$ cat config.mk
export PLATFORM = sky130hd
export DESIGN_NAME = spi_slave
export DESIGN_NICKNAME = d
export VERILOG_FILES = /design/src/design/trs_io_pkg.sv /design/src/design/spi_slave.sv
export SDC_FILE = /design/constraint.sdc
export NUM_CORES = 1
export LEC_CHECK = 0
export ABC_AREA = 1
export BUFFER_PORTS_ARGS = -buffer_cell sky130_fd_sc_hd__buf_2
export CAP_MARGIN = 10
export CORE_MARGIN = 4
export CORE_UTILIZATION = 53
export CTS_BUF_LIST = sky130_fd_sc_hd__clkbuf_16
export CTS_CLUSTER_DIAMETER = 50
export DETAILED_ROUTE_END_ITERATION = 8
export PLACE_DENSITY = 0.76
export SYNTH_ARGS = -nofsm -noshare
export SYNTH_HDL_FRONTEND = slang
export SYNTH_SLANG_ARGS = --single-unit
$ cat constraint.sdc
create_clock -name clk -period 2.08 [get_ports clk]
set_input_delay 0.104 -clock clk [delete_from_list [all_inputs] [get_ports clk]]
set_output_delay 0.104 -clock clk [all_outputs]
set_load 0.01 [all_outputs]
$ cat src/design/trs_io_pkg.sv
package trs_io_pkg;

  // one byte on spi or on the z80 data bus
  typedef logic [7:0] byte_t;

  // full z80 address
  typedef logic [15:0] trs_addr_t;

  // esp command opcodes still served by the bridge
  typedef enum logic [7:0] {
    CMD_GET_COOKIE  = 8'd0,   // identity probe
    CMD_BRAM_POKE   = 8'd1,   // addr lo, addr hi, data
    CMD_BRAM_PEEK   = 8'd2,   // addr lo, addr hi then one reply
    CMD_GET_VERSION = 8'd15,  // major in [7:5], minor in [4:0]
    CMD_SET_LED     = 8'd26   // bits 2..0 are blue, green, red
  } cmd_e;

  // answer to get_cookie
  localparam byte_t COOKIE = 8'haf;

  // firmware revision reported to the esp
  localparam logic [2:0] VERSION_MAJOR = 3'd0;
  localparam logic [4:0] VERSION_MINOR = 5'd3;

endpackage

$ cat src/design/spi_slave.sv
`timescale 1ns/1ps

module spi_slave (
  input  logic              clk,
  input  logic              cass_out_sel_n,
  input  logic              spi_cs_n,
  input  logic              spi_sck,
  input  logic              spi_mosi,
  input  trs_io_pkg::byte_t tx_byte,
  input  logic              tx_load,
  output logic              spi_miso,
  output trs_io_pkg::byte_t rx_byte,
  output logic              rx_valid,
  output logic              frame_active
);

  logic [2:0]        sck_sync;   // 3 flop chains from the esp pins
  logic [2:0]        cs_sync;
  logic [2:0]        mosi_sync;
  logic [2:0]        bit_cnt;    // wraps to 0 after bit 8
  logic              sck_rise;
  logic              sck_fall;
  trs_io_pkg::byte_t rx_shift;
  trs_io_pkg::byte_t tx_shift;   // msb is on miso

  assign sck_rise     = (sck_sync[2:1] == 2'b01);
  assign sck_fall     = (sck_sync[2:1] == 2'b10);
  assign frame_active = ~cs_sync[2];
  assign spi_miso     = tx_shift[7];

  always_ff @(posedge clk or negedge cass_out_sel_n) begin
    if (!cass_out_sel_n) begin
      sck_sync  <= 3'b000;
      cs_sync   <= 3'b111;      // deselected
      mosi_sync <= 3'b000;
      bit_cnt   <= 3'd0;
      rx_valid  <= 1'b0;
      tx_shift  <= '0;
    end else begin
      sck_sync  <= {sck_sync[1:0], spi_sck};
      cs_sync   <= {cs_sync[1:0], spi_cs_n};
      mosi_sync <= {mosi_sync[1:0], spi_mosi};
      rx_valid  <= 1'b0;
      if (!frame_active) begin
        bit_cnt  <= 3'd0;         // resync on cs
        tx_shift <= '0;           // drop a stale reply
      end else begin
        if (sck_rise) begin
          bit_cnt  <= bit_cnt + 3'd1;
          rx_valid <= (bit_cnt == 3'd7);  // eighth bit
        end
        if (tx_load)
          tx_shift <= tx_byte;    // msb shows before first sck rise
        else if (sck_fall && bit_cnt != 3'd0)
          tx_shift <= {tx_shift[6:0], 1'b0};  // no shift on trailing fall
      end
    end
  end

  // mode 0 sampling, msb first
  always_ff @(posedge clk) begin
    if (frame_active && sck_rise) begin
      rx_shift <= {rx_shift[6:0], mosi_sync[2]};
      if (bit_cnt == 3'd7)
        rx_byte <= {rx_shift[6:0], mosi_sync[2]};
    end
  end

endmodule

-- Word-level counts from Yosys, hierarchy flattened
Index checks and enable logic that the tools add are counted.
- add/subtract/negate cells: 1
- equality and inequality tests: 3
- mux-type cells: 7
- bitwise operators: 1
- reduce and logical (&&, ||, !) cells: 6
- operators by type and width (operator ; number):
    8-bit 2-to-1 mux ; 3
    3-bit 2-to-1 mux ; 2
    3-bit nonzero test ; 2
    3-bit by 1-bit adder with 3-bit output, second input constant ; 1
    3-bit equality test, second input constant ; 1
    2-bit by 1-bit equality test with 1-bit output, second input constant ; 1
    2-bit equality test, second input constant ; 1
    1-bit logical AND ; 2
    1-bit 2-to-1 mux ; 2
    2-bit AND reduction ; 1
    2-bit nonzero test ; 1
    1-bit NOT ; 1
- bits in registers: 36
- output and inout port bits: 11
- word-level logic and storage cells: 26

-- Longest topological paths before layout
Gate-level depths: netlist of the first run.
- depth in word-level cells: 5
- mapped depth: 7

-- Least setup slack after synthesis of the first run
Ideal clock, no wire load.
- path type: register to register
- start: reg bit_cnt[0]
- end: reg rx_byte[0] (enable)
- setup time: 385 ps
- arrival time: 1284 ps
- required time: 1695 ps
- slack: 411 ps
- stages on the path, launching flop included: 4
- path buffers: 0
- clock period less this slack: 1669 ps
- path through: dfrtp_1 -> ha_1 -> ha_1 -> nor3b_1
- longest elaborated chain between the ends: 2
- RTL lines (what ; line ; RTL):
    start: declaration ; spi_slave.sv:20 ; logic [2:0] bit_cnt;
    start signal: assignment ; spi_slave.sv:49 ; bit_cnt <= bit_cnt + 3'd1;
    3-bit equality test ; spi_slave.sv:64 ; if (bit_cnt == 3'd7)
    2-bit AND reduction (no source line) ; - ;
    end signal: assignment ; spi_slave.sv:65 ; rx_byte <= {rx_shift[6:0], mosi_sync[2]};
    end: declaration ; spi_slave.sv:12 ; output trs_io_pkg::byte_t rx_byte,
Every way passes these cells.
A chain may end at the register's enable or synchronous reset.

-- Worst setup path after layout of the first run
- start: reg sck_sync[2]
- end: reg rx_shift[5] (enable)
- longest elaborated chain between the ends: 2
- RTL lines (what ; line ; RTL):
    start: declaration ; spi_slave.sv:17 ; logic [2:0] sck_sync;
    start signal: assignment ; spi_slave.sv:40 ; sck_sync <= {sck_sync[1:0], spi_sck};
    2-bit by 1-bit equality test with 1-bit output ; spi_slave.sv:26 ; assign sck_rise = (sck_sync[2:1] == 2'b01);
    1-bit logical AND ; spi_slave.sv:62 ; if (frame_active && sck_rise) begin
    end signal: assignment ; spi_slave.sv:63 ; rx_shift <= {rx_shift[6:0], mosi_sync[2]};
    end: declaration ; spi_slave.sv:23 ; trs_io_pkg::byte_t rx_shift;
Every way passes these cells.

==> metrics.yaml, run 1 <==
status: "completed"
vias_per_cell: 5.05
grt_first_pass_wirelength_mm: 3.86
clock_skew_ns: 0.00371
antenna_cells: 0
cts_made_buffers: 5
rows: 17
irDropWorstVdd_uv: 860
core_sq_um: 2300
yosys.area.top_type_share_pct: 33.8
synthArstFlopShare_pct: 58.3
ys_seq_elements: 36
grt_max_degree: 22
ys_seq_area_share_pct: 73.5
r2r_cells: 3
worst_slew_pin_slew_ns: 0.697
ios: 25
cp.required_ns: 1.98
hold_depth: 3
crit_path_end_kind: "flip-flop"
dr.pass1.iters: 4
port_buffers: 24
syn-cell-area_sq_um: 1330
finalCriticalPeriod_ns: 1.43
arrival_ns: 1.33
drcViolationCount: 0
synth.largest_area_cell: "dfrtp_1"
synth_enable_flop_cells: 15
period_share_pct: 68.8
gr-usage-all-layers_pct: 16.2
cp_num_buf_inv: 1
area_growth_pct: 23.9
post-route-util_pct: 71.9
ys_types: 14
slew_headroom_pct: 53.4
cts_tree: "done"
tns_ns: 0
slew_viol_final: 0
timing.fmax_mhz: 698
timing.rr.end: "rx_shift[5]"
dp_hpwl_mm: 1.52
slowest_stage: "nor2_1"
min_to: "tx_shift[0]"
critPathMaxFanout: 10
die_y_microns: 58.2
start_util_pct: 58.1
via_count: 858
crit_type: "flip-flop to flip-flop"
drt-wirelength-per-cell_microns: 13.3
switching_power_mw: 0.304
timing.max_cap.violations: 0
cp_cell_sequence: "inv_1 -> nand2_1 -> nor2_1"
syn_inst: 107
clockPowerShare_pct: 43.7
p_int_mw: 1.24
holdCritStartpoint: "tx_byte[0]"
overflow: 0
power_frac_comb_pct: 5.0
r2r_setup_slack_ns: 0.65
synth_common_cells: "34 x nand2_1, 18 x dfrtp_1, 16 x nand3_1, 15 x edfxtp_1, 4 x inv_1"
p_sw_share_pct: 19.7
finalSetupViolations: 0
hold_class: "input pin to flip-flop"
cts_buffer_depth: 2
synth_most_common_cell: "nand2_1"
clk_pin_slew_worst_paths_ns: 0.05
synthTopCellsByArea: "dfrtp_1 34%, edfxtp_1 34%, nand2_1 9.6%"
postCtsResizedCells: 0
rr_startpoint: "sck_sync[2]"
worst_setup_path_start_kind: "flip-flop"
yosysWarnings: 0
pwr-share-seq_pct: 51.3
placed_cell_area_sq_um: 1470
drt_iter0_markers: 15
cp_top_family: "simple AND/OR/NAND/NOR gates"
routed_wl_mm: 2.27
rsz0062_at_grt: "no"
drive_gt1_share_pct: 28.2
gp_congestion: 0.712
final_cell_area_sq_um: 1650
critPathMaxStageDelay_ns: 0.55
cts.htree.levels: 2
avgSynthCellArea_sq_um: 12.5
syn_nets: 124
antenna_left: 0
cts.sinks: 36
dieWidth_microns: 58.2
grt_pass1_vias: 890
clk-insertion-delay-late_ns: 0.27
root_buffer: "clkbuf_16"
nFillCells: 159
power.density_nw_per_um2: 933
die_area_sq_um: 3380
ys.flop_type: "dfrtp_1"
p_leak_nw: 0.785
antenna_found_initial: 0
finalHoldViolations: 0
num-nets-final: 158
## worst register-to-register path, stage by stage, from the launching register on
cell and delay (ns):
dfrtp_1 0.35, inv_1 0.07, nand2_1 0.09, nor2_1 0.55
## cell families after synthesis
| logic type | after synthesis | synth area share [%] |
|---|---|---|
| simple gates | 58 | 19.5 |
| buf+inv | 7 | 3.09 |
| compound gates | 3 | 1.13 |
| fa+ha+maj | 3 | 2.81 |
| flops | 36 | 73.5 |
## flip-flops by register name, summed over array words and instances, names as in the netlist
signal,flops
mosi_sync,3
tx_shift,8
bit_cnt,3
rx_shift,7
sck_sync,3
rx_byte,8
cs_sync,3
rx_valid,1
## worst max-delay path by stage
stage,start,end,slack [ns],cells after the start
floorplan,bit_cnt[0],rx_byte[0],0.41,3
global placement,sck_sync[2],rx_shift[3],0.68,3
detailed placement,sck_sync[2],rx_shift[5],0.65,3
CTS,sck_sync[2],rx_shift[5],0.65,3
global route,sck_sync[2],rx_shift[3],0.51,3
finish,sck_sync[2],rx_shift[5],0.65,3
## repair_timing
action / CTS / global route
buffers inserted: 0 / 0
endpoints found under the hold margin: 21 / 0
hold buffers: 4 / 0
## layout by cell type, fill, tap and decap left out, types with 2 or more instances in the layout
master and count:
clkbuf_16 5, o21ai_0 3, nor2_1 2, nand2_1 34, edfxtp_1 15, nand3_1 16, nand2_2 3, dlygate4sd3_1 4
dfstp_2 3, ha_1 3, clkinv_2 2, buf_2 24, inv_1 4, nor3b_1 2, dfrtp_1 18
## cell type report
| class | count | area [sq um] | share of cell area (%) |
|---|---|---|---|
| repair buffers | 29 | 168 | 10.1 |
| flip-flops and latches | 36 | 980 | 59.3 |
| clock inverters | 3 | 13.8 | 0.833 |
| clock buffers | 5 | 125 | 7.57 |
| inverters | 5 | 18.8 | 1.14 |
| multi-input cells | 64 | 313 | 18.9 |
| well taps | 28 | 35.0 | 2.12 |
## power groups by stage
stage	Clock, mW	Combinational [mW]	Sequential (mW)
6_report	0.673	0.0778	0.791
3_3_place_gp	0	0.0694	0.800
3_5_place_dp	0	0.0724	0.803
5_1_grt	0.737	0.0890	0.793
2_1_floorplan	0	0.0441	0.799
4_1_cts	0.696	0.0787	0.791
## through the flow
| step | total power, mW | hold WS [ns] | std cells | worst slack, ns |
|---|---|---|---|---|
| after floorplan | 0.843 | -0.192 | 107 | 0.411 |
| final | 1.54 | 0.0753 | 170 | 0.648 |
| after CTS | 1.57 | 0.0711 | 170 | 0.653 |
| after global placement | 0.869 | 0.0793 | 158 | 0.684 |
| after detailed placement | 0.875 | 0.0834 | 158 | 0.646 |
| after global routing | 1.62 | 0.0772 | 170 | 0.506 |
## routing by layer
| layer | up-vias | wire [microns] | GRT usage [%] |
|---|---|---|---|
| li1 | 422 | - | - |
| met1 | 406 | 924 | 18.1 |
| met2 | 25 | 1170 | 25.6 |
| met3 | 5 | 133 | 6.68 |
| met4 | 0 | 36 | 9.93 |
| met5 | - | 0 | 0 |
Power figures use the tool's default switching activity.
==> run 2, diff against run 1 <==
CORE_UTILIZATION = 48   (was 53)
PLACE_DENSITY = 0.72   (was 0.76)
clock period = 1.2 ns   (was 2.08 ns; I/O delays follow)
==> run 2 against run 1 <==
Effect of this change:
- the flow now finishes with violations (negative setup slack)
- maximum frequency up 4.7%
- sequential cell count unchanged
- die area up 9.0%
- routed wire length up 14%
- clock skew about the same
- global-route usage down 0.42 points
- final area up 13%
- sequential share of layout area down 6.8 points
- clock power up 74%
- non-clock buffer count up 11
- core utilization up 0.71 points
- register-to-register slack worse by 0.82 ns
- critical endpoint is now rx_byte[1]
- largest power group unchanged
==> metrics.yaml, run 2 (synthesis gave the netlist of run 1 again) <==
worst_slew_pin_slew_ns: 0.467  # was 0.697 ns
reg.largest.list: "rx_byte (8), tx_shift (8), rx_shift (7)"  # unchanged
cts_buffer_depth: 2  # unchanged
irDropWorstVdd_uv: 1480  # was 860 uV
finalSetupViolations: 18  # was 0
clk_pin_slew_worst_paths_ns: 0.05  # about the same
final_cell_mix: "31 x nand2_1, 24 x buf_2, 18 x dfrtp_1"  # was 34 x nand2_1, 24 x buf_2, 18 x dfrtp_1
period_share_pct: 114  # was 68.8%
drive_gt1_share_pct: 37.9  # was 28.2%
root_buffer: "clkbuf_16"  # unchanged
finalCriticalPeriod_ns: 1.37  # was 1.43 ns
die_area_sq_um: 3690  # was 3380 sq um
area_growth_pct: 39.9  # was 23.9%
routed_wl_mm: 2.58  # was 2.27 mm
fin_cells: 183  # was 170
rows: 18  # was 17
crit_path_end_kind: "flip-flop"  # unchanged
timing.max_cap.violations: 0  # unchanged
worst_setup_path_start_kind: "flip-flop"  # unchanged
fin_ws_ns: -0.168  # was 0.648 ns
gr-usage-all-layers_pct: 15.8  # was 16.2%
cts_made_buffers: 5  # unchanged
drt_iter0_markers: 32  # was 15
layout_commonest_cell: "nand2_1"  # unchanged
drcViolationCount: 0  # unchanged
violations: "negative setup slack"
rsz0062_at_grt: "yes"  # was no
finalHoldViolations: 0  # unchanged
antenna_found_initial: 0  # unchanged
hold_class: "input pin to flip-flop"  # unchanged
clk-insertion-delay-late_ns: 0.27  # about the same
cts.htree.levels: 2  # unchanged
core_sq_um: 2570  # was 2300 sq um
timing.fmax_mhz: 731  # was 698 MHz
cp.required_ns: 1.19  # was 1.98 ns
cts_tree: "done"  # unchanged
grt_first_pass_wirelength_mm: 3.97  # was 3.86 mm
slew_viol_final: 0  # unchanged
arrival_ns: 1.36  # was 1.33 ns
via_count: 932  # was 858
clock_skew_ns: 0.00403  # was 0.00371 ns
slew_headroom_pct: 68.9  # was 53.4%
start_util_pct: 51.9  # was 58.1%
dp_hpwl_mm: 1.57  # was 1.52 mm
die_y_microns: 60.7  # was 58.2 microns
drt-wirelength-per-cell_microns: 14.1  # was 13.3 microns
port_buffers: 24  # unchanged
status: "complete, but fails checks"  # was completed
tns_ns: -1.75  # was 0 ns
dr.pass1.iters: 4  # unchanged
cts.sinks: 36  # unchanged
overflow: 0  # unchanged
gp_congestion: 0.754  # was 0.712
num-nets-final: 169  # was 158
antenna_left: 0  # unchanged
vias_per_cell: 5.09  # was 5.05
ios: 25  # unchanged
critPathMaxFanout: 8  # was 10
grt_pass1_vias: 901  # was 890
p_leak_nw: 0.873  # was 0.785 nW
dieWidth_microns: 60.7  # was 58.2 microns
antenna_cells: 0  # unchanged
grt_max_degree: 22  # unchanged
crit_type: "flip-flop to flip-flop"  # unchanged
power.density_nw_per_um2: 1470  # was 933 nW/um^2
place_inst: 165  # was 158
run 2: changes by cell type in the layout (fill, tap and decap cells not counted), sizes merged:
cell | previous run | this run
clkinv | 3 | 0
clkbuf | 5 | 6
buf | 25 | 35
inv | 5 | 8
run 2: worst max-delay path, stage by stage (launching register included):
cell and delay (ns):
dfrtp_1 0.40, ha_4 0.17, ha_4 0.14, nor3b_4 0.22
buf_12 0.15
run 2: where the power goes:
group / switching [mW] / internal, mW
logic: 0.101 / 0.0914
clock network: 0.423 / 0.744
registers: 0.0317 / 1.34
total: 0.555 / 2.18
run 2: timing repair:
item,in CTS,in global routing
pin swaps,4,2
cloned,0,1
hold buffers,4,0
setup buffers,4,1
resized for setup,9,10
endpoints found under the setup margin,19,25
hold endpoints to repair,21,0
run 2: worst paths after layout:
check	startpoint	end	slack (ns)	depth (start not counted)
max in group asynchronous	cass_out_sel_n	cs_sync[1]	0.58	2
min reg2reg	mosi_sync[0]	mosi_sync[1]	0.35	0
min	tx_byte[0]	tx_shift[0]	0.03	3
min in group asynchronous	cass_out_sel_n	tx_shift[2]	0.27	2
max	bit_cnt[0]	rx_byte[1]	-0.17	4
max reg2reg	bit_cnt[0]	rx_byte[1]	-0.17	4
run 2: final cells by class:
| cell class | count | area, sq um |
|---|---|---|
| Multi-Input combinational cell | 64 | 374 |
| Fill cell | 171 | 702 |
| Timing Repair Buffer | 40 | 317 |
| Inverter | 5 | 21.3 |
| Clock buffer | 5 | 125 |
| Clock inverter | 3 | 11.3 |
| Tap cell | 30 | 37.5 |
| Sequential cell | 36 | 980 |
run 2: through the flow:
stage	total power, mW	utilization (%)	hold slack [ns]	cell area [sq um]	setup slack [ns]
5_1_grt	2.85	72.7	0.0624	1870	-0.205
3_5_place_dp	1.54	60.5	0.0397	1550	-0.247
4_1_cts	2.74	70.3	0.0307	1810	-0.118
6_report	2.73	72.7	0.0325	1870	-0.168
2_1_floorplan	1.46	-	-0.236	1350	-0.0791
3_3_place_gp	1.53	60.5	0.0415	1550	-0.164
run 2: metal layers:
metal	share of wire (%)	GRT usage (%)	vias up
met5	0	0	-
met4	1.1	9.91	0
met3	6.2	7.02	4
met2	53	24.9	27
met1	40	17.3	454
li1	-	-	447
==> run 3, diff against run 2 <==
SKIP_CTS_REPAIR_TIMING = 1   (was default)
==> run 3 against run 2 <==
Effect of this change:
- total power decreased by 1.3%
- largest power group unchanged
- sequential power about the same
- the run still ends with negative setup slack left
- global-route usage decreased by 1.1 points
- via count decreased by 3.5%
- maximum frequency up 2.3%
- critical path type unchanged
- final area is 4.7% lower
- critical path depth unchanged
- non-clock buffer count decreased by 5
- combinational power is 14% lower
- register-to-register slack improved by 0.03 ns
==> metrics.yaml, run 3 (synthesis gave the netlist of run 1 again) <==
fin_ws_ns: -0.137  # was -0.168 ns
hold_class: "input pin to flip-flop"  # unchanged
antenna_found_initial: 0  # unchanged
timing.max_cap.violations: 0  # unchanged
finalHoldViolations: 0  # unchanged
clock_skew_ns: 0.00383  # was 0.00403 ns
gp_congestion: 0.754  # unchanged
p_leak_nw: 0.835  # was 0.873 nW
cp_cell_sequence: "ha_2 -> ha_4 -> nor3b_4 -> buf_12"  # was ha_4 -> ha_4 -> nor3b_4 -> buf_12
via_count: 899  # was 932
cp_num_buf_inv: 1  # unchanged
start_util_pct: 51.9  # unchanged
status: "complete, but fails checks"  # unchanged
rsz0062_at_grt: "yes"  # unchanged
grt_first_pass_wirelength_mm: 3.68  # was 3.97 mm
power.density_nw_per_um2: 1520  # was 1470 nW/um^2
dieWidth_microns: 60.7  # unchanged
crit_type: "flip-flop to flip-flop"  # unchanged
critPathMaxStageDelay_ns: 0.36  # was 0.40 ns
period_share_pct: 111  # was 114%
die_area_sq_um: 3690  # unchanged
core_sq_um: 2570  # unchanged
antenna_cells: 0  # unchanged
critPathMaxFanout: 8  # unchanged
slew_viol_final: 0  # unchanged
cts_made_buffers: 5  # unchanged
routed_wl_mm: 2.40  # was 2.58 mm
cp_top_family: "flip-flops"  # unchanged
fin_total_pwr_mw: 2.70  # was 2.73 mW
gr-usage-all-layers_pct: 14.7  # was 15.8%
reg.largest.list: "rx_byte (8), tx_shift (8), rx_shift (7)"  # unchanged
dp_hpwl_mm: 1.57  # unchanged
die_y_microns: 60.7  # unchanged
layout_commonest_cell: "nand2_1"  # unchanged
cp.required_ns: 1.19  # about the same
rows: 18  # unchanged
cts.sinks: 36  # unchanged
drt_iter0_markers: 22  # was 32
drive_gt1_share_pct: 33.8  # was 37.9%
cts.htree.levels: 2  # unchanged
final_cell_area_sq_um: 1780  # was 1870 sq um
clk_pin_slew_worst_paths_ns: 0.05  # about the same
worst_setup_path_start_kind: "flip-flop"  # unchanged
crit_path_end_kind: "flip-flop"  # unchanged
clk-insertion-delay-late_ns: 0.27  # about the same
fin_cells: 178  # was 183
grt_max_degree: 22  # unchanged
cts_tree: "done"  # unchanged
overflow: 0  # unchanged
drt-wirelength-per-cell_microns: 13.5  # was 14.1 microns
worst_slew_pin_slew_ns: 0.465  # was 0.467 ns
irDropWorstVdd_uv: 1470  # was 1480 uV
grt_pass1_vias: 859  # was 901
nFillCells: 185  # was 171
ios: 25  # unchanged
port_buffers: 24  # unchanged
cts_buffer_depth: 2  # unchanged
timing.fmax_mhz: 748  # was 731 MHz
slowest_stage: "dfrtp_1"  # unchanged
antenna_left: 0  # unchanged
area_growth_pct: 33.3  # was 39.9%
slew_headroom_pct: 69.0  # was 68.9%
root_buffer: "clkbuf_16"  # unchanged
dr.pass1.iters: 4  # unchanged
vias_per_cell: 5.05  # was 5.09
finalSetupViolations: 16  # was 18
placed_cell_area_sq_um: 1550  # unchanged
final_cell_mix: "32 x nand2_1, 24 x buf_2, 18 x dfrtp_1"  # was 31 x nand2_1, 24 x buf_2, 18 x dfrtp_1
finalCriticalPeriod_ns: 1.34  # was 1.37 ns
num-nets-final: 164  # was 169
arrival_ns: 1.33  # was 1.36 ns
whs_ns: 0.0294  # was 0.0325 ns
violations: "negative setup slack"  # unchanged
place_inst: 165  # unchanged
drcViolationCount: 0  # unchanged
-- run 3: cell types whose count changed in the layout (fill, tap and decap cells not counted), moves of 2 or more --
| cell | change |
|---|---|
| buf_4 | -2 |
| o21ai_0 | +3 |
| inv_1 | +2 |
| buf_6 | -2 |
| o21ai_1 | -3 |
-- run 3: tightest hold or removal path, delay by kind of cell --
kind / cells / cell delay, ns
buffers and inverters: 1 / 0.08
and+or+nand+nor: 2 / 0.13
-- run 3: metrics by stage --
stage          utilization (%)  setup slack (ns)  TNS (ns)
6_report                  69.2            -0.137     -1.15
5_1_grt                   69.2            -0.186     -2.12
4_1_cts                   65.8            -0.255     -2.33
3_5_place_dp              60.5            -0.247     -2.21
3_3_place_gp              60.5            -0.164     -1.31
2_1_floorplan                -           -0.0791    -0.633
-- run 3: worst paths after layout --
path	startpoint	end	slack [ns]	cells past startpoint
max in group asynchronous	cass_out_sel_n	cs_sync[1]	0.59	2
worst max-delay path	bit_cnt[1]	rx_byte[1]	-0.14	4
worst max register to register	bit_cnt[1]	rx_byte[1]	-0.14	4
worst min register to register	mosi_sync[0]	mosi_sync[1]	0.35	0
worst min-delay path	tx_byte[0]	tx_shift[0]	0.03	3
min in group asynchronous	cass_out_sel_n	tx_shift[2]	0.27	2
-- run 3: layer usage --
layer / global-route usage (%) / vias to the layer above / part of all wire [%]
met5: 0 / - / 0
met2: 23.1 / 21 / 52
li1: - / 434 / -
met3: 7.02 / 6 / 6.4
met1: 15.4 / 438 / 39
met4: 10.5 / 0 / 2.4
-- run 3: cell type report --
type	count	area [sq um]	area share [%]
flip-flops and latches	36	980	55.1
multi-input cells	64	352	19.8
repair buffers	35	254	14.3
clock buffers	5	125	7.04
well taps	30	37.5	2.11
inverters	5	18.8	1.06
clock inverters	3	11.3	0.633
-- run 3: power by group --
group,internal [mW],leakage [nW],switching [mW],total [mW]
combinational,0.0742,0.359,0.0911,0.165
sequential,1.34,0.399,0.0285,1.37
clock,0.743,0.0776,0.417,1.16
