File: src/design/trs_io_pkg.sv
package trs_io_pkg;

  // one byte on spi or on the z80 data bus
  typedef logic [7:0] byte_t;

  // full z80 address
  typedef logic [15:0] trs_addr_t;

  // esp command opcodes still served by the bridge
  typedef enum logic [7:0] {
    CMD_GET_COOKIE  = 8'd0,   // identity probe
    CMD_BRAM_POKE   = 8'd1,   // addr lo, addr hi, data
    CMD_BRAM_PEEK   = 8'd2,   // addr lo, addr hi then one reply
    CMD_GET_VERSION = 8'd15,  // major in [7:5], minor in [4:0]
    CMD_SET_LED     = 8'd26   // bits 2..0 are blue, green, red
  } cmd_e;

  // answer to get_cookie
  localparam byte_t COOKIE = 8'haf;

  // firmware revision reported to the esp
  localparam logic [2:0] VERSION_MAJOR = 3'd0;
  localparam logic [4:0] VERSION_MINOR = 5'd3;

endpackage

File: src/design/mem_req_if.sv
`timescale 1ns/1ps

// one requester's four-phase handshake into the shared ram
interface mem_req_if #(
  parameter int MEM_ADDR_W = 15
);
  logic                    req;    // held until ack
  logic [MEM_ADDR_W-1:0]   addr;   // stable while req
  logic                    we;     // 1 = write
  trs_io_pkg::byte_t       wdata;
  logic                    ack;    // high until req drops
  trs_io_pkg::byte_t       rdata;  // valid while ack

  modport requester (
    output req, addr, we, wdata,
    input  ack, rdata
  );

  modport arbiter (
    input  req, addr, we, wdata,
    output ack, rdata
  );
endinterface

File: src/design/trs_bus_port.sv
`timescale 1ns/1ps

module trs_bus_port #(
  parameter int MEM_ADDR_W = 15
) (
  input  logic                  clk,
  input  logic                  cass_out_sel_n,
  input  trs_io_pkg::trs_addr_t trs_addr,
  input  logic                  trs_rd_n,
  input  logic                  trs_wr_n,
  input  trs_io_pkg::byte_t     trs_din,
  output trs_io_pkg::byte_t     trs_dout,
  output logic                  trs_wait,
  mem_req_if.requester          mem
);

  logic [1:0] rd_sync;   // 2 flop synchronizers
  logic [1:0] wr_sync;
  logic       rd_q;      // last synced level
  logic       wr_q;
  logic       rd_fall;
  logic       wr_fall;
  logic       start;     // new access into the upper 32k

  assign rd_fall = rd_q & ~rd_sync[1];
  assign wr_fall = wr_q & ~wr_sync[1];
  assign start   = (rd_fall | wr_fall) & trs_addr[15] & ~trs_wait & ~mem.ack;

  always_ff @(posedge clk or negedge cass_out_sel_n) begin
    if (!cass_out_sel_n) begin
      rd_sync  <= 2'b11;
      wr_sync  <= 2'b11;
      rd_q     <= 1'b1;
      wr_q     <= 1'b1;
      trs_wait <= 1'b0;
      mem.req  <= 1'b0;
    end else begin
      rd_sync <= {rd_sync[0], trs_rd_n};
      wr_sync <= {wr_sync[0], trs_wr_n};
      rd_q    <= rd_sync[1];
      wr_q    <= wr_sync[1];
      if (start) begin
        trs_wait <= 1'b1;       // stall the z80
        mem.req  <= 1'b1;
      end else if (mem.req && mem.ack) begin
        trs_wait <= 1'b0;
        mem.req  <= 1'b0;
      end
    end
  end

  // address and data held steady by the z80 while waiting
  always_ff @(posedge clk) begin
    if (start) begin
      mem.addr  <= trs_addr[MEM_ADDR_W-1:0];
      mem.we    <= wr_fall;       // write wins a double strobe
      mem.wdata <= trs_din;
    end
    if (mem.req && mem.ack && !mem.we)
      trs_dout <= mem.rdata;      // ready before wait drops
  end

endmodule

File: src/flat_wrapper.sv
// flat-port wrapper written by rule: the top's interface ports become plain ports
module trs_bus_port_flat 
#(
  parameter int MEM_ADDR_W = 15
)
  (clk, cass_out_sel_n, trs_addr, trs_rd_n, trs_wr_n, trs_din, trs_dout, trs_wait, mem_req, mem_addr, mem_we, mem_wdata, mem_ack, mem_rdata);
  mem_req_if #(.MEM_ADDR_W(MEM_ADDR_W)) mem_i ();
  input  logic clk;
  input  logic cass_out_sel_n;
  input  trs_io_pkg::trs_addr_t trs_addr;
  input  logic trs_rd_n;
  input  logic trs_wr_n;
  input  trs_io_pkg::byte_t trs_din;
  output trs_io_pkg::byte_t trs_dout;
  output logic trs_wait;
  output wire logic [$bits(mem_i.req)-1:0] mem_req;
  output wire logic [$bits(mem_i.addr)-1:0] mem_addr;
  output wire logic [$bits(mem_i.we)-1:0] mem_we;
  output wire logic [$bits(mem_i.wdata)-1:0] mem_wdata;
  input wire logic [$bits(mem_i.ack)-1:0] mem_ack;
  input wire logic [$bits(mem_i.rdata)-1:0] mem_rdata;
  assign mem_req = mem_i.req;
  assign mem_addr = mem_i.addr;
  assign mem_we = mem_i.we;
  assign mem_wdata = mem_i.wdata;
  assign mem_i.ack = mem_ack;
  assign mem_i.rdata = mem_rdata;
  trs_bus_port #(.MEM_ADDR_W(MEM_ADDR_W)) u_core (.clk(clk), .cass_out_sel_n(cass_out_sel_n), .trs_addr(trs_addr), .trs_rd_n(trs_rd_n), .trs_wr_n(trs_wr_n), .trs_din(trs_din), .trs_dout(trs_dout), .trs_wait(trs_wait), .mem(mem_i));
endmodule
File: config.mk
export PLATFORM = sky130hd
export DESIGN_NAME = trs_bus_port_flat
export DESIGN_NICKNAME = d
export VERILOG_FILES = /design/src/design/trs_io_pkg.sv /design/src/design/mem_req_if.sv /design/src/design/trs_bus_port.sv /design/src/flat_wrapper.sv
export SDC_FILE = /design/constraint.sdc
export NUM_CORES = 1
export LEC_CHECK = 0
export ABC_CLOCK_PERIOD_IN_PS = 2400
export BUFFER_PORTS_ARGS = -buffer_cell sky130_fd_sc_hd__buf_2
export CELL_PAD_IN_SITES_DETAIL_PLACEMENT = 0
export CELL_PAD_IN_SITES_GLOBAL_PLACEMENT = 1
export CORE_UTILIZATION = 25
export CTS_BUF_LIST = sky130_fd_sc_hd__clkbuf_2 sky130_fd_sc_hd__clkbuf_4 sky130_fd_sc_hd__clkbuf_8
export DETAILED_ROUTE_END_ITERATION = 8
export PLACE_DENSITY_LB_ADDON = 0.08
export SLEW_MARGIN = 25
export SYNTH_ARGS = -nofsm -noshare
export SYNTH_HDL_FRONTEND = slang
export SYNTH_SLANG_ARGS = --single-unit
export TNS_END_PERCENT = 20
File: constraint.sdc
create_clock -name clk -period 2.4 [get_ports clk]
set_input_delay 0.6 -clock clk [delete_from_list [all_inputs] [get_ports clk]]
set_output_delay 0.6 -clock clk [all_outputs]
set_load 0.1 [all_outputs]
; ---- Yosys cells after proc, flatten, opt, wreduce, memory -nomap -nowiden
; Cells that the tools add are included.
[totals]
ff_bits = 39
in_bits = 37
[classes]
mux = 2
bitwise = 10
n_reduce_logical = 4
[op_table]
columns = cell, count
row1 = 1-bit AND, 5
row2 = 1-bit inverter, 4
row3 = 1-bit logical AND, 2
row4 = 1-bit 2-to-1 mux, 2
row5 = 2-bit nonzero test, 1
row6 = 1-bit zero test, 1
row7 = 1-bit bitwise OR, 1

; ---- Logic depth before layout (Yosys ltp)
; Gate-level depths: netlist of run 1.
[logic_depth]
word_depth = 7
mapped_depth = 3
ltp_nobuf = 3

; ---- Least setup slack after synthesis of run 1
; Ideal clock, no wire load.
[synth_timing]
kind = reg-to-reg
startpoint = reg u_core.trs_wait
endpoint = reg u_core.mem.addr[0] (enable)
setup_time_ps = 405
arrival_time_ps = 1957
required_time_ps = 1995
slack_ps = 38
path_stages_with_launch = 2
path_cell_list = dfrtp_1 nor2_1
[synth_via]
elab_chain_len = 3
[synth_lines]
columns = item, line
row1 = start: declaration, trs_bus_port.sv:13  ; output logic trs_wait,
row2 = start signal: assignment, trs_bus_port.sv:35  ; trs_wait <= 1'b0;
row3 = start signal: assignment, trs_bus_port.sv:43  ; trs_wait <= 1'b1;
row4 = start signal: assignment, trs_bus_port.sv:46  ; trs_wait <= 1'b0;
row5 = 1-bit inverter, trs_bus_port.sv:27  ; assign start = (rd_fall | wr_fall) & trs_addr[15] & ~trs_wait & ~mem.ack;
row6 = 1-bit AND (2 in a row), trs_bus_port.sv:27
row7 = net u_core.start, trs_bus_port.sv:23  ; logic start;
row8 = end signal: assignment, trs_bus_port.sv:55  ; mem.addr <= trs_addr[MEM_ADDR_W-1:0];
row9 = end: declaration, mem_req_if.sv:15  ; output req, addr, we, wdata,
; The timed path passes the listed nets, and every way through them passes these cells.
; A chain may end at the register's enable or synchronous reset.

==> flow_summary.toml, run 1 <==
[worst_setup_path]
cp_max_fo = 5
critical_path.endpoint = "mem_req"
reg2reg_depth = 4
cpPeakStageDelay_ns = 0.45
critPathBufInv = 1
cp.arrival_ns = 1.16
reg2reg_slack_ns = 0.94
critPathTopFamily = "buffers and inverters"
r2r_start = "u_core.rd_q"
reg2reg_to = "u_core.mem.addr[10]"
crit_chain = "buf_2"
cp.required_ns = 1.80
start_kind = "flip-flop"
path_depth = 1
slowest_stage = "buf_2"
crit_type = "flip-flop to output port"
crit_path_start = "u_core.trs_wait"
worstSetupEndpointType = "output port"

[power]
peakVddDrop_uv = 269
power_density_nw_per_um2 = 814
leakagePower_nw = 0.723

[floorplan]
pin_count = 71
fp-row-count = 24
fp.dieH_um = 71.5
die_w_um = 71.5
dieArea_um2 = 5110
initial_core_util = 0.268
design.core.area_um2 = 4500

[global_route]
grt_max_degree = 25
grt_pass1_wl_um = 3510
grt_pass1_vias = 702
overflow = 0
antenna_found_initial = 0
track_usage = 0.0963

[logic_synthesis]
synth_area_per_cell_um2 = 24.6
seq_area_frac_synth = 0.948
synth_compound_area_frac = 0.0114
synth-edff-count = 32
yosys_warnings = 0
synthCells = 49
ys_ff_latch = 39
ys.flop_type = "edfxtp_1"
synthTopCellsByArea = "edfxtp_1, dfstp_2, dfrtp_1"
yosys.area.top_type = "edfxtp_1"
synthAdderAreaFrac = 0
syn_nets = 86
synthSimpleGateAreaFrac = 0.0311
synthTopCellsByCount = "edfxtp_1, dfstp_2, nor2_1, nor2b_1"
async_flop_share = 0.179
synth.most_common_cell = "edfxtp_1"
synth.area.mux_share = 0
synth_top_family_by_area = "simple AND/OR/NAND/NOR gates"
synthXorXnorAreaFrac = 0
syn-cell-area_um2 = 1210
synth.distinct_cells = 11
synth_top_area_frac = 0.797

[clock_tree]
clockBufferDepth = 2
clk_latency_ns = 0.28
ctsHoldBuffers = 0
cts_resized = 0
cts_htree_levels = 2
cts_root_buf = "clkbuf_8"
tritoncts = "built"
cts_setup_buffers = 0
cts_num_sinks = 39
numCtsBuffers = 5
clk_pin_slew_ns = 0.07

[layout]
fin_cells = 179
seqCellArea_um2 = 1140
multiInputGateArea_um2 = 53.8
fin_nets = 163
syn_to_final_growth_pct = 42.2
final_layout_size_suffix_gt1_frac = 0.693
n_antenna_cell = 0
nFillCells = 443

[placed_design]
globalplace.congestion = 0.616
port_buffers = 70
dp.cells = 171

[routing]
drt-pass1-iter-count = 4
drc = 0
wl_um = 2360
routedWlPerCell_um = 13.2
via_count = 720
ant_nets = 0
viasPerCell = 4.02
drtIter0Drc = 77

[sta]
timing.fmax_ghz = 0.570
hold_viol = 0
maxSlewViolCount = 0
slew_headroom = 0.566
tightest_slew_ns = 0.648
skew_ns = 0.00677
fin_hold_ws_ns = 0.132
fin_crit_ns = 1.76
rsz0062_at_grt = "false"
post-route-period-util = 0.731
setup_viol = 0
setup_tns_ns = 0

[status]
outcome = "completed"

[hold_path]
hold_path.class = "input port to asynchronous set/reset pin"

[flow_run]
drv_cap = 0
how the worst min path moves through the flow:
| stage | from | to | slack (ns) | cells past startpoint |
|---|---|---|---|---|
| 6_report | cass_out_sel_n | u_core.trs_wait | 0.13 | 1 |
| 2_1_floorplan | cass_out_sel_n | u_core.trs_wait | 0.30 | 0 |
| 3_5_place_dp | u_core.wr_sync[0] | u_core.wr_sync[1] | 0.35 | 0 |
| 3_3_place_gp | u_core.wr_sync[0] | u_core.wr_sync[1] | 0.35 | 0 |
| 4_1_cts | cass_out_sel_n | u_core.trs_wait | 0.13 | 1 |
| 5_1_grt | cass_out_sel_n | u_core.trs_wait | 0.14 | 1 |
per-layer routing:
layer / global-route usage / wire, µm / vias up
met1: 0.109 / 942 / 335
met2: 0.151 / 1130 / 44
li1: - / - / 333
met4: 0.0610 / 76 / 0
met3: 0.0408 / 207 / 8
met5: 0 / 0 / -
logic make-up after synthesis:
logic type | after synthesis
flops | 39
simple gates | 6
compound gates | 2
buf+inv | 2
cell type report:
| type | count | area share |
|---|---|---|
| inverter | 1 | 0.00219 |
| clock buffer | 8 | 0.0532 |
| tap | 52 | 0.0379 |
| timing repair buffer | 71 | 0.209 |
| multi-input combinational | 8 | 0.0314 |
| sequential | 39 | 0.667 |
power by group:
group | switching, W | internal [W]
clock network | 0.000212 | 0.000240
logic | 0.000142 | 0.0000348
registers | 0.00000677 | 0.000761
metrics by stage:
stage | worst slack [ns] | utilization | power (W) | cell area [µm²]
2_1_floorplan | 0.0379 | - | 0.000913 | 1210
3_3_place_gp | 0.758 | 0.361 | 0.000959 | 1620
3_5_place_dp | 0.738 | 0.361 | 0.000961 | 1620
4_1_cts | 0.631 | 0.381 | 0.00142 | 1720
5_1_grt | 0.612 | 0.381 | 0.00145 | 1720
6_report | 0.645 | 0.381 | 0.00140 | 1720
registers in the layout, indices dropped and copies added, names as in the netlist:
register,count
u_core.mem.addr,15
u_core.mem.wdata,8
u_core.trs_dout,8
u_core.rd_sync,2
u_core.wr_sync,2
u_core.mem.we,1
u_core.rd_q,1
u_core.trs_wait,1
u_core.wr_q,1
layout by cell type, fill, tap and decap left out, drive strengths merged:
master / n
dfrtp: 1
dfstp: 6
nor2b: 3
clkbuf: 8
buf: 71
inv: 1
edfxtp: 32
nand2: 1
o21ai: 2
nor2: 2
No activity file was read; power rests on OpenSTA's default activity.
==> run 2, diff against run 1 <==
ABC_AREA = 1   (was not set)
ABC_CLOCK_PERIOD_IN_PS = 1600   (was 2400)
clock period = 1.6 ns   (was 2.4 ns; I/O delays follow)
==> run 2 against run 1 <==
  * Synthesized cell count rose by 12%
  * Die area rose by 1.1%
  * Largest cell class unchanged
  * Non-clock buffer count rose by 1
  * Highest routed layer unchanged
  * Wire length fell by 5.5%
==> flow_summary.toml, run 2 <==
[global_route]
grt_max_degree = 25
antenna_found_initial = 0
grt_pass1_wl_um = 3290
overflow = 0
track_usage = 0.0907
grt_pass1_vias = 715

[flow_run]
drv_cap = 0

[worst_setup_path]
path_depth = 1
critical_path.endpoint = "mem_we"
cp_max_fo = 2
crit_type = "flip-flop to output port"
crit_chain = "buf_2"
crit_path_start = "u_core.mem.we"
cpPeakStageDelay_ns = 0.44
reg2reg_depth = 5
critPathBufInv = 1
start_kind = "flip-flop"
cp.required_ns = 1.20
r2r_start = "u_core.rd_q"
slowest_stage = "buf_2"
worstSetupEndpointType = "output port"
reg2reg_slack_ns = 0.31
reg2reg_to = "u_core.mem.addr[10]"
critPathTopFamily = "buffers and inverters"
cp.arrival_ns = 1.10

[logic_synthesis]
synthTopCellsByArea = "edfxtp_1, dfstp_2, dfrtp_1"
yosys.area.top_type = "edfxtp_1"
synth.distinct_cells = 9
syn_nets = 92
async_flop_share = 0.179
synth.most_common_cell = "edfxtp_1"
synthCells = 55
yosys_warnings = 0
ys.flop_type = "edfxtp_1"
seq_area_frac_synth = 0.937
syn-cell-area_um2 = 1220
synth_area_per_cell_um2 = 22.2
synth-edff-count = 32
synth_top_area_frac = 0.788
synthTopCellsByCount = "edfxtp_1, dfstp_2, inv_1, nand2_1, nand2_2"
ys_ff_latch = 39

[layout]
final_cell_mix = "buf_2, edfxtp_1, dfstp_2"
syn_to_final_growth_pct = 47.4
fin_nets = 170
layout_commonest_cell = "buf_2"
n_antenna_cell = 0
postLayoutCellArea_um2 = 1800
largest_register_ffs = 15
regMostFlops = "u_core.mem.addr"
final_layout_size_suffix_gt1_frac = 0.679
final_util = 0.381
fin_cells = 201
top_regs = "u_core.mem.addr (15), u_core.mem.wdata (8), u_core.trs_dout (8)"

[clock_tree]
clk_pin_slew_ns = 0.07
cts_htree_levels = 2
cts_setup_buffers = 0
tritoncts = "built"
numCtsBuffers = 5
cts_num_sinks = 39
clockBufferDepth = 2
clk_latency_ns = 0.29
cts_root_buf = "clkbuf_8"

[routing]
viasPerCell = 3.62
drc = 0
drt-pass1-iter-count = 4
drtIter0Drc = 30
ant_nets = 0
routedWlPerCell_um = 11.1
via_count = 727
wl_um = 2230

[placed_design]
dp.cells = 192
port_buffers = 70
dp_hpwl_um = 1570
postPlaceCellArea_um2 = 1680
globalplace.congestion = 0.578

[status]
outcome = "completed"

[sta]
rsz0062_at_grt = "false"
maxSlewViolCount = 0
tightest_slew_ns = 0.498
setup_tns_ns = 0
post-route-period-util = 0.939
hold_viol = 0
fin_crit_ns = 1.50
skew_ns = 0.00448
setup_viol = 0
slew_headroom = 0.671
timing.fmax_ghz = 0.666

[power]
leakagePower_nw = 0.767
peakVddDrop_uv = 476
power_density_nw_per_um2 = 1230

[hold_path]
hold_path.class = "input port to flip-flop"
worst_hold_startpoint = "trs_rd_n"

[floorplan]
pin_count = 71
fp-row-count = 25
fp.dieH_um = 71.9
dieArea_um2 = 5160
die_w_um = 71.9
initial_core_util = 0.258
design.core.area_um2 = 4720
run 2: worst register-to-register path, delay by kind of cell, from the launching register on:
| family | cells | cell delay [ns] |
|---|---|---|
| AND/OR/NAND/NOR | 4 | 0.29 |
| flip-flops | 1 | 0.52 |
| buffers and inverters | 1 | 0.18 |
run 2: cells by family after synthesis:
logic type             synth area share
buffers and inverters            0.0215
flip-flops                        0.937
AND/OR/NAND/NOR                  0.0410
run 2: worst min path at each step:
stage,endpoint,slack (ns),depth (start not counted)
6_report,u_core.rd_sync[0],0.21,1
5_1_grt,u_core.wr_sync[0],0.19,1
4_1_cts,u_core.rd_sync[0],0.19,1
3_5_place_dp,u_core.trs_wait,0.24,1
3_3_place_gp,u_core.trs_wait,0.24,1
2_1_floorplan,u_core.trs_wait,0.10,0
run 2: where the power goes:
group | total [W] | leakage (nW) | switching, W | internal [W]
logic | 0.000277 | 0.345 | 0.000219 | 0.0000586
clock network | 0.000787 | 0.0556 | 0.000331 | 0.000456
registers | 0.00115 | 0.366 | 0.0000112 | 0.00114
run 2: routing by layer:
layer	track usage	part of all wire	vias up
met5	0	0	-
li1	-	-	347
met2	0.144	0.50	41
met4	0.0523	0.014	0
met1	0.0932	0.38	335
met3	0.0534	0.11	4
run 2: per-stage QoR:
step / setup WS (ns) / total power [W] / hold WS (ns)
floorplan: 0.0616 / 0.00137 / 0.104
global placement: 0.295 / 0.00145 / 0.238
detailed placement: 0.288 / 0.00145 / 0.238
CTS: 0.0181 / 0.00226 / 0.189
global route: 0.0488 / 0.00231 / 0.185
finish: 0.0977 / 0.00222 / 0.207
run 2: cell type report:
class	count	area, µm²
clock buffers	5	68.8
clock inverters	3	38.8
fillers	464	2930
inverters	5	18.8
multi-input cells	10	57.6
flip-flops and latches	39	1140
well taps	67	83.8
repair buffers	72	385
run 2: timing repair:
item	CTS	global route
gates resized for setup	0	2
endpoints found under the hold margin	1	0
hold buffers	1	0
setup endpoints to repair	0	2
==> run 3, diff against run 2 <==
--- a/config.mk
+++ b/config.mk
@@ -8,3 +8,3 @@
 export ABC_AREA = 1
-export ABC_CLOCK_PERIOD_IN_PS = 1600
+export ABC_CLOCK_PERIOD_IN_PS = 1380
 export BUFFER_PORTS_ARGS = -buffer_cell sky130_fd_sc_hd__buf_2
@@ -12,2 +12,3 @@
 export CELL_PAD_IN_SITES_GLOBAL_PLACEMENT = 1
+export CORE_ASPECT_RATIO = 0.75
 export CORE_UTILIZATION = 25
==> constraint.sdc (replaced) <==
create_clock -name clk -period 1.38 [get_ports clk]
set_input_delay 0.414 -clock clk [delete_from_list [all_inputs] [get_ports clk]]
set_output_delay 0.414 -clock clk [all_outputs]
set_load 0.1 [all_outputs]
==> run 3 against run 2 <==
  * Sequential share of layout area down 14 points
  * Setup slack worse by 0.096 ns
  * Sequential power is 17% higher
  * Sequential cell count unchanged
  * Combinational power is 49% higher
  * First-iteration DRC count fell by 6.7%
  * Clock power decreased by 5.1%
  * Critical path type unchanged
  * Highest routed layer unchanged
==> flow_summary.toml, run 3 (same netlist as run 2, synthesis figures left out) <==
[status]
outcome = "completed"

[worst_setup_path]
crit_type = "flip-flop to output port"
crit_chain = "buf_12"
critPathBufInv = 1
cpPeakStageDelay_ns = 0.51
slowest_stage = "dfrtp_4"
cp.required_ns = 0.97
start_kind = "flip-flop"
critPathTopFamily = "flip-flops"
worstSetupEndpointType = "output port"
cp_max_fo = 3
cp.arrival_ns = 0.96

[routing]
viasPerCell = 3.76
wl_um = 2270
met1Wirelength_um = 869
drc = 0
routed-wl-met2_um = 1140
drtIter0Drc = 28
via_count = 725
ant_nets = 0
top_layer_used = "met4"
drt-pass1-iter-count = 2
route.met3.wl_um = 244
routedWlPerCell_um = 11.7

[clock_tree]
cts_htree_levels = 2
numCtsBuffers = 5
tritoncts = "built"
clockBufferDepth = 2
cts_root_buf = "clkbuf_8"
clk_pin_slew_ns = 0.07
cts_resized = 0
clk_latency_ns = 0.28
cts_num_sinks = 39

[layout]
fin_cells = 193
largest_register_ffs = 15
final_util = 0.502
syn_to_final_growth_pct = 88.1
fin_nets = 172
layout_commonest_cell = "buf_2"
final_layout_size_suffix_gt1_frac = 0.691
n_antenna_cell = 0
nFillCells = 399
final_cell_mix = "buf_2, buf_12, edfxtp_1"
regMostFlops = "u_core.mem.addr"
top_regs = "u_core.mem.addr (15), u_core.mem.wdata (8), u_core.trs_dout (8)"

[sta]
timing.fmax_ghz = 0.726
fin_crit_ns = 1.38
setup_viol = 0
maxSlewViolCount = 0
skew_ns = 0.00392
hold_viol = 0
slew_headroom = 0.840
post-route-period-util = 0.999
tightest_slew_ns = 0.240
rsz0062_at_grt = "true"

[floorplan]
fp.dieH_um = 62.5
die_w_um = 82.7
design.core.area_um2 = 4570
pin_count = 71
fp-row-count = 21
dieArea_um2 = 5170
initial_core_util = 0.267

[power]
p_sw_w = 0.000638
p_int_w = 0.00188
power_frac_comb = 0.165
clkPwrFrac = 0.297
power_density_nw_per_um2 = 1100
leakagePower_nw = 0.952
switching_share = 0.254
seq_power_share = 0.538
peakVddDrop_uv = 683
total_power_w = 0.00251

[global_route]
grt_max_degree = 25
antenna_found_initial = 0
grt_pass1_vias = 738
overflow = 0
track_usage = 0.0978
grt_pass1_wl_um = 3500

[placed_design]
port_buffers = 70
dp.cells = 182
globalplace.congestion = 0.656
dp_hpwl_um = 1760

[hold_path]
hold_path.class = "input port to flip-flop"

[flow_run]
drv_cap = 0
## run 3: timing repair
action                                 in CTS  in global routing
setup buffers                               1                  1
endpoints found under the hold margin       1                  0
setup endpoints to repair                   3                  3
gates cloned                                0                  0
hold buffers                                1                  0
## run 3: stage by stage
step / instance area (µm²) / setup slack [ns] / hold WS, ns / setup TNS [ns]
floorplan: 1240 / -0.0746 / 0.118 / -2.35
CTS: 2290 / -0.0193 / 0.216 / -0.0458
detailed placement: 2180 / 0.0378 / 0.255 / 0
global route: 2290 / -0.0296 / 0.218 / -0.0582
global placement: 2180 / 0.0396 / 0.247 / 0
finish: 2290 / 0.00184 / 0.232 / 0
## run 3: power by group through the flow
stage | combinational, W | sequential, W | clock (W)
5_1_grt | 0.000432 | 0.00136 | 0.000838
6_report | 0.000414 | 0.00135 | 0.000747
3_5_place_dp | 0.000408 | 0.00138 | 0
4_1_cts | 0.000417 | 0.00135 | 0.000794
2_1_floorplan | 0.0000460 | 0.00155 | 0
3_3_place_gp | 0.000404 | 0.00138 | 0
## run 3: final timing paths
kind	startpoint	end	slack [ns]	cells past startpoint
worst max-delay path	u_core.trs_wait	trs_wait	0.002	1
worst min-delay path	trs_rd_n	u_core.rd_sync[0]	0.23	1
worst max register to register	u_core.rd_q	u_core.mem.addr[9]	0.09	5
worst min register to register	u_core.rd_sync[0]	u_core.rd_sync[1]	0.36	0
max in group asynchronous	cass_out_sel_n	u_core.wr_q	0.67	2
min in group asynchronous	cass_out_sel_n	u_core.trs_wait	0.49	2
## run 3: layout make-up
class / instances / area [µm²] / area share
sequential: 39 / 1150 / 0.500
timing repair buffer: 74 / 906 / 0.395
clock buffer: 7 / 83.8 / 0.0365
tap: 57 / 71.3 / 0.0311
multi-input combinational: 10 / 62.6 / 0.0273
inverter: 5 / 18.8 / 0.00818
clock inverter: 1 / 5.00 / 0.00218
## run 3: layer usage
metal  GRT usage  vias to the layer above
li1            -                      350
met1       0.116                      332
met2       0.148                       41
met3      0.0423                        2
met4      0.0517                        0
met5           0                        -
